--- src/hdl/cpu_types_pkg.sv ---
package cpu_types_pkg;

  // Integer ISA widths
  localparam int REG_ADDR_W = 5;
  localparam int XLEN       = 32;
  localparam int NUM_REGS   = 32;

  // Register index into the 32-entry file
  typedef logic [REG_ADDR_W-1:0] reg_addr_t;

  // One register value
  typedef logic [XLEN-1:0] reg_data_t;

  // Hardwired zero register, never written
  localparam reg_addr_t ZERO_REG = '0;

endpackage

--- src/hdl/forwarding_pkg.sv ---
package forwarding_pkg;

  import cpu_types_pkg::*;

  // One lane's read request as it enters the stage
  typedef struct packed {
    logic      rden1;
    reg_addr_t raddr1;
    logic      rden2;
    reg_addr_t raddr2;
  } read_req_type;

  // Read request together with the raw register file data
  typedef struct packed {
    logic      rden1;
    reg_addr_t raddr1;
    reg_data_t rdata1;
    logic      rden2;
    reg_addr_t raddr2;
    reg_data_t rdata2;
  } forwarding_register_in_type;

  typedef struct packed {
    logic      wren;
    reg_addr_t waddr;
    reg_data_t wdata;
  } exec_result_type;

  typedef struct packed {
    logic      wren;
    reg_addr_t waddr;
    reg_data_t wdata;
  } forwarding_memory_in_type;

  typedef struct packed {
    logic      wren;
    reg_addr_t waddr;
    reg_data_t wdata;
  } forwarding_writeback_in_type;

  // Final operands of one lane
  typedef struct packed {
    reg_data_t data1;
    reg_data_t data2;
  } forwarding_out_type;

endpackage

--- src/hdl/register_file.sv ---
`timescale 1ns/1ps

module register_file (
  input  logic                                      clk,
  input  logic                                      rst_n,
  input  cpu_types_pkg::reg_addr_t                  raddr0_1,
  input  cpu_types_pkg::reg_addr_t                  raddr0_2,
  input  cpu_types_pkg::reg_addr_t                  raddr1_1,
  input  cpu_types_pkg::reg_addr_t                  raddr1_2,
  output cpu_types_pkg::reg_data_t                  rdata0_1,
  output cpu_types_pkg::reg_data_t                  rdata0_2,
  output cpu_types_pkg::reg_data_t                  rdata1_1,
  output cpu_types_pkg::reg_data_t                  rdata1_2,
  input  forwarding_pkg::forwarding_writeback_in_type wb0,
  input  forwarding_pkg::forwarding_writeback_in_type wb1
);

  import cpu_types_pkg::*;

  reg_data_t regs [NUM_REGS];

  // Four independent read ports, old value until the edge
  assign rdata0_1 = regs[raddr0_1];
  assign rdata0_2 = regs[raddr0_2];
  assign rdata1_1 = regs[raddr1_1];
  assign rdata1_2 = regs[raddr1_2];

  // Two write ports, lane 1 is applied last so it wins a shared address
  always_ff @(posedge clk) begin
    if (!rst_n) begin
      for (int i = 0; i < NUM_REGS; i++) begin
        regs[i] <= '0;
      end
    end else begin
      if (wb0.wren) begin
        regs[wb0.waddr] <= wb0.wdata;
      end
      if (wb1.wren) begin
        regs[wb1.waddr] <= wb1.wdata;  // Overrides lane 0
      end
    end
  end

endmodule

--- src/hdl/result_pipe.sv ---
`timescale 1ns/1ps

module result_pipe (
  input  logic                                        clk,
  input  logic                                        rst_n,
  input  forwarding_pkg::exec_result_type             exec0_res,
  input  forwarding_pkg::exec_result_type             exec1_res,
  output forwarding_pkg::forwarding_memory_in_type    mem0,
  output forwarding_pkg::forwarding_memory_in_type    mem1,
  output forwarding_pkg::forwarding_writeback_in_type wb0,
  output forwarding_pkg::forwarding_writeback_in_type wb1
);

  import cpu_types_pkg::*;
  import forwarding_pkg::*;

  exec_result_type exec_res [2];

  logic [1:0] mem_wren;
  logic [1:0] wb_wren;
  reg_addr_t  mem_waddr [2];
  reg_data_t  mem_wdata [2];
  reg_addr_t  wb_waddr  [2];
  reg_data_t  wb_wdata  [2];

  assign exec_res[0] = exec0_res;
  assign exec_res[1] = exec1_res;

  // Stage enables, cleared on reset
  always_ff @(posedge clk) begin
    if (!rst_n) begin
      mem_wren <= '0;
      wb_wren  <= '0;
    end else begin
      for (int l = 0; l < 2; l++) begin
        // Writes to x0 are dropped here and nowhere else
        mem_wren[l] <= exec_res[l].wren && (exec_res[l].waddr != ZERO_REG);
      end
      wb_wren <= mem_wren;
    end
  end

  // Address and data just follow the pipe
  always_ff @(posedge clk) begin
    for (int l = 0; l < 2; l++) begin
      mem_waddr[l] <= exec_res[l].waddr;
      mem_wdata[l] <= exec_res[l].wdata;
      wb_waddr[l]  <= mem_waddr[l];
      wb_wdata[l]  <= mem_wdata[l];
    end
  end

  assign mem0 = '{wren: mem_wren[0], waddr: mem_waddr[0], wdata: mem_wdata[0]};
  assign mem1 = '{wren: mem_wren[1], waddr: mem_waddr[1], wdata: mem_wdata[1]};
  assign wb0  = '{wren: wb_wren[0], waddr: wb_waddr[0], wdata: wb_wdata[0]};
  assign wb1  = '{wren: wb_wren[1], waddr: wb_waddr[1], wdata: wb_wdata[1]};

endmodule

--- src/hdl/forwarding.sv ---
`timescale 1ns/1ps

module forwarding (
  input  forwarding_pkg::forwarding_register_in_type  forwarding0_rin,
  input  forwarding_pkg::forwarding_register_in_type  forwarding1_rin,
  input  forwarding_pkg::forwarding_memory_in_type    forwarding0_min,
  input  forwarding_pkg::forwarding_memory_in_type    forwarding1_min,
  input  forwarding_pkg::forwarding_writeback_in_type forwarding0_win,
  input  forwarding_pkg::forwarding_writeback_in_type forwarding1_win,
  output forwarding_pkg::forwarding_out_type          forwarding0_out,
  output forwarding_pkg::forwarding_out_type          forwarding1_out
);

  import cpu_types_pkg::*;
  import forwarding_pkg::*;

  // Picks the newest in-flight value for one source operand.
  // Later checks override earlier ones, so mem lane 1 has top priority.
  function automatic reg_data_t bypass(
    input logic                        rden,
    input reg_addr_t                   raddr,
    input reg_data_t                   rdata,
    input forwarding_memory_in_type    m0,
    input forwarding_memory_in_type    m1,
    input forwarding_writeback_in_type w0,
    input forwarding_writeback_in_type w1
  );
    reg_data_t res;
    res = '0;  // Disabled read
    if (rden) begin
      res = rdata;
      if (w0.wren && (w0.waddr == raddr)) begin
        res = w0.wdata;
      end
      if (w1.wren && (w1.waddr == raddr)) begin
        res = w1.wdata;
      end
      if (m0.wren && (m0.waddr == raddr)) begin
        res = m0.wdata;
      end
      if (m1.wren && (m1.waddr == raddr)) begin
        res = m1.wdata;  // Youngest result
      end
    end
    return res;
  endfunction

  assign forwarding0_out.data1 = bypass(forwarding0_rin.rden1, forwarding0_rin.raddr1,
                                        forwarding0_rin.rdata1,
                                        forwarding0_min, forwarding1_min,
                                        forwarding0_win, forwarding1_win);

  assign forwarding0_out.data2 = bypass(forwarding0_rin.rden2, forwarding0_rin.raddr2,
                                        forwarding0_rin.rdata2,
                                        forwarding0_min, forwarding1_min,
                                        forwarding0_win, forwarding1_win);

  assign forwarding1_out.data1 = bypass(forwarding1_rin.rden1, forwarding1_rin.raddr1,
                                        forwarding1_rin.rdata1,
                                        forwarding0_min, forwarding1_min,
                                        forwarding0_win, forwarding1_win);

  assign forwarding1_out.data2 = bypass(forwarding1_rin.rden2, forwarding1_rin.raddr2,
                                        forwarding1_rin.rdata2,
                                        forwarding0_min, forwarding1_min,
                                        forwarding0_win, forwarding1_win);

endmodule

--- src/hdl/operand_bypass.sv ---
`timescale 1ns/1ps

module operand_bypass (
  input  logic                               clk,
  input  logic                               rst_n,
  input  forwarding_pkg::read_req_type       issue0_req,
  input  forwarding_pkg::read_req_type       issue1_req,
  input  forwarding_pkg::exec_result_type    exec0_res,
  input  forwarding_pkg::exec_result_type    exec1_res,
  output forwarding_pkg::forwarding_out_type operand0,
  output forwarding_pkg::forwarding_out_type operand1
);

  import cpu_types_pkg::*;
  import forwarding_pkg::*;

  reg_data_t rdata0_1;
  reg_data_t rdata0_2;
  reg_data_t rdata1_1;
  reg_data_t rdata1_2;

  forwarding_register_in_type  rin0;
  forwarding_register_in_type  rin1;
  forwarding_memory_in_type    mem0;
  forwarding_memory_in_type    mem1;
  forwarding_writeback_in_type wb0;
  forwarding_writeback_in_type wb1;

  register_file regfile_i (
    .clk      (clk),
    .rst_n    (rst_n),
    .raddr0_1 (issue0_req.raddr1),
    .raddr0_2 (issue0_req.raddr2),
    .raddr1_1 (issue1_req.raddr1),
    .raddr1_2 (issue1_req.raddr2),
    .rdata0_1 (rdata0_1),
    .rdata0_2 (rdata0_2),
    .rdata1_1 (rdata1_1),
    .rdata1_2 (rdata1_2),
    .wb0      (wb0),
    .wb1      (wb1)
  );

  result_pipe pipe_i (
    .clk       (clk),
    .rst_n     (rst_n),
    .exec0_res (exec0_res),
    .exec1_res (exec1_res),
    .mem0      (mem0),
    .mem1      (mem1),
    .wb0       (wb0),
    .wb1       (wb1)
  );

  // Request plus raw file data per lane
  assign rin0 = '{rden1: issue0_req.rden1, raddr1: issue0_req.raddr1, rdata1: rdata0_1,
                  rden2: issue0_req.rden2, raddr2: issue0_req.raddr2, rdata2: rdata0_2};
  assign rin1 = '{rden1: issue1_req.rden1, raddr1: issue1_req.raddr1, rdata1: rdata1_1,
                  rden2: issue1_req.rden2, raddr2: issue1_req.raddr2, rdata2: rdata1_2};

  forwarding fwd_i (
    .forwarding0_rin (rin0),
    .forwarding1_rin (rin1),
    .forwarding0_min (mem0),
    .forwarding1_min (mem1),
    .forwarding0_win (wb0),
    .forwarding1_win (wb1),
    .forwarding0_out (operand0),
    .forwarding1_out (operand1)
  );

endmodule

--- config.mk ---
export PLATFORM = sky130hd
export DESIGN_NAME = operand_bypass
export DESIGN_NICKNAME = d
export VERILOG_FILES = /design/src/hdl/cpu_types_pkg.sv /design/src/hdl/forwarding_pkg.sv /design/src/hdl/register_file.sv /design/src/hdl/result_pipe.sv /design/src/hdl/forwarding.sv /design/src/hdl/operand_bypass.sv
export SDC_FILE = /design/constraint.sdc
export NUM_CORES = 2
export LEC_CHECK = 0
export CORE_ASPECT_RATIO = 0.9
export CORE_MARGIN = 5
export CORE_UTILIZATION = 25
export CTS_BUF_LIST = sky130_fd_sc_hd__clkbuf_4
export CTS_CLUSTER_DIAMETER = 50
export DETAILED_ROUTE_END_ITERATION = 7
export DONT_BUFFER_PORTS = 1
export PLACE_DENSITY_LB_ADDON = 0.08
export SKIP_CTS_REPAIR_TIMING = 1
export SYNTH_ARGS = -nofsm -noshare
export SYNTH_HDL_FRONTEND = slang
export SYNTH_SLANG_ARGS = --single-unit
--- constraint.sdc ---
create_clock -name clk -period 12.65 [get_ports clk]
set_input_delay 3.795 -clock clk [delete_from_list [all_inputs] [get_ports clk]]
set_output_delay 3.795 -clock clk [all_outputs]
set_load 0.01 [all_outputs]
==> metrics.yaml <==
netlist.area_leader.share: 0.368
ctsHtreeMaxLevel: 5
arrival_ns: 7.73
cts_made_buffers: 359
final_cell_mix: "mux2i_1, a22o_1, edfxtp_1"
synth_edf_count: 1024
critPathRequiredTime_ns: 8.85
fin_setup_tns_ns: 0
finalHoldViolations: 0
place.gp.congestion: 0.964
worst_pin_slew_ns: 2.49
timing.rr.start: "pipe_i.wb_wren[1]$_SDFF_PN0_"
crit_chain: "nand2b_1, buf_4, a211o_1, o2111ai_1, a41o_1, a21oi_1"
hold_end: "pipe_i.wb_wdata[0][45]$_DFF_P_"
rrSetupSlack_ns: 7.45
min_path_cells: 0
cts_tree: "built"
ys_types: 67
critPathLaunchType: "primary input"
wl_per_cell_microns: 54.7
synth_cells: 7071
cts_buffer_depth: 4
grt_pass1_wl_microns: 799000
ys_ff_latch: 1176
fin_crit_sh: 0.911
worstSetupPathType: "primary input to output port"
end_kind: "output port"
die_y_microns: 559
crit_path_top_delay_cell: "nand2b_1"
grt_usage: 0.348
fmax_ghz: 0.0868
critPathBufInv: 1
dp_cells: 10900
clockRootBuffer: "clkbuf_4"
core_area_sq_um: 333000
initial_utilization: 0.251
clk_pin_slew_ns: 0.06
final-setup-viol-count: 0
r2r-end: "regfile_i.regs[24][22]$_DFFE_PP_"
instances_no_fill: 11500
cp_max_fo: 305
synth_area_leader_cell: "edfxtp_1"
rows: 201
yosysWarnings: 0
routed_wirelength_microns: 629000
status: "complete, but fails checks"
leakage_nw: 33.4
path_delay_family: "compound AO/OA/AOI/OAI gates"
synthFlopType: "edfxtp_1"
overflow: 0
grt_max_degree: 517
violations: "capacitance limit, slew limit"
first_pass_iters: 6
fp.dieW_microns: 620
antenna_left: 0
hpwl_microns: 385000
synthTopCellsByArea: "edfxtp_1, mux2i_1, mux4_2"
clkLatencyLatePin_ns: 1.40
io_buffers: 0
place_ws_ns: 1.89
period_needed_ns: 11.53
crit_path_max_incr_delay_ns: 0.87
drive_above_1_share: 0.230
maxCapViolCount: 1
finalClockSkew_ns: 0.156
layout_commonest_cell: "mux2i_1"
peakVddDrop_uv: 65.8
avgViaCountPerCell: 6.93
critPathLaunch: "issue1_req[1]"
vias: 79700
synth.net_count: 7173
min_path_type: "register to register"
slew_headroom: -0.660
worstHoldStart: "pipe_i.mem_wdata[0][45]$_DFF_P_"
nets: 6848
rsz0062_at_grt: "false"
synth_area_sq_um: 83700
synth-seq-area-share: 0.404
die_area_sq_um: 346000
pwr_density_cell_nw_per_um2: 110
cts_sinks: 1176
grt_pass1_vias: 74400
r2r_cells: 6
ioPinCount: 230
first_iter_violations: 13400
syn2layout_area_growth_pct: 11.0
synthArstFlopShare: 0
drc: 0
fin_ws_ns: 1.12
maxSlewViolCount: 605
antenna_found_initial: 76
avgSynthCellArea_sq_um: 11.8
-- cells by family (layout without fill, tap and decap cells) --
logic type | count (synthesis) | in the layout | share of synthesized area
and+or+nand+nor | 870 | 870 | 0.0535
buffers and inverters | 1007 | 934 | 0.0523
other | 0 | 41 | 0
AOI/OAI and AO/OA | 2263 | 2263 | 0.214
DFF | 1176 | 1176 | 0.404
xor gates and xnor gates | 80 | 80 | 0.00837
muxes | 1675 | 1675 | 0.268
-- registers in the layout, indices dropped and copies added (netlist names) --
register	flops
pipe_i.mem_wren	2
regfile_i.regs	1024
pipe_i.wb_wren	2
pipe_i.wb_wdata	64
pipe_i.mem_waddr	10
pipe_i.wb_waddr	10
pipe_i.mem_wdata	64
-- layout make-up --
type                    count  area (sq um)
inverters                   4          15.0
repair buffers            317          2570
flip-flops and latches   1176         33800
well taps                4466          5590
fillers                 34300        240000
multi-input cells        4888         46400
diodes                     41           103
clock buffers             505          3790
clock inverters           108           564
-- through the flow --
| step | hold WS [ns] | total power, mW | utilization | cell area [sq um] |
|---|---|---|---|---|
| CTS | 0.301 | 10.2 | 0.278 | 92700 |
| global placement | 0.348 | 6.25 | 0.265 | 88400 |
| finish | 0.315 | 10.2 | 0.279 | 92900 |
| floorplan | 0.329 | 5.53 | - | 83700 |
| detailed placement | 0.346 | 6.24 | 0.265 | 88400 |
| global route | 0.327 | 10.4 | 0.278 | 92800 |
-- routing by layer --
layer	GRT usage	share of wire	vias to the layer above
li1	-	-	28800
met1	0.437	0.38	41900
met2	0.491	0.41	7033
met3	0.115	0.12	1889
met4	0.270	0.093	30
met5	0	0.00036	-
-- cell usage after synthesis (142+ instances only) --
master    instances
mux2i_1        1078
a22o_1         1041
edfxtp_1       1024
clkbuf_1        631
mux4_2          433
a22oi_1         256
buf_2           236
nor2_1          198
nand2_1         196
o22ai_1         186
a21oi_1         161
mux2_2          159
dfxtp_1         152
a221oi_1        142
-- report_power, final --
part / internal, mW / switching, mW / total (mW)
registers: 4.33 / 0.198 / 4.53
clock network: 1.91 / 2.04 / 3.95
logic: 0.572 / 1.19 / 1.76
total: 6.81 / 3.43 / 10.2
-- how the worst max path moves through the flow --
stage | to | slack, ns | cells past startpoint
after floorplan | operand1[28] | 3.31 | 9
after global placement | operand0[30] | 1.63 | 8
after detailed placement | operand1[23] | 1.89 | 7
after CTS | operand1[23] | 1.86 | 7
after global routing | operand1[28] | 1.58 | 7
final | operand1[30] | 1.12 | 6
-- worst register-to-register path, delay by kind of cell, from the launching register on --
| family | cells | cell delay [ns] |
|---|---|---|
| buffers and inverters | 2 | 1.55 |
| and+or+nand+nor | 4 | 2.57 |
| DFF | 1 | 0.55 |
Note: power is estimated with default switching activity, not from simulation.
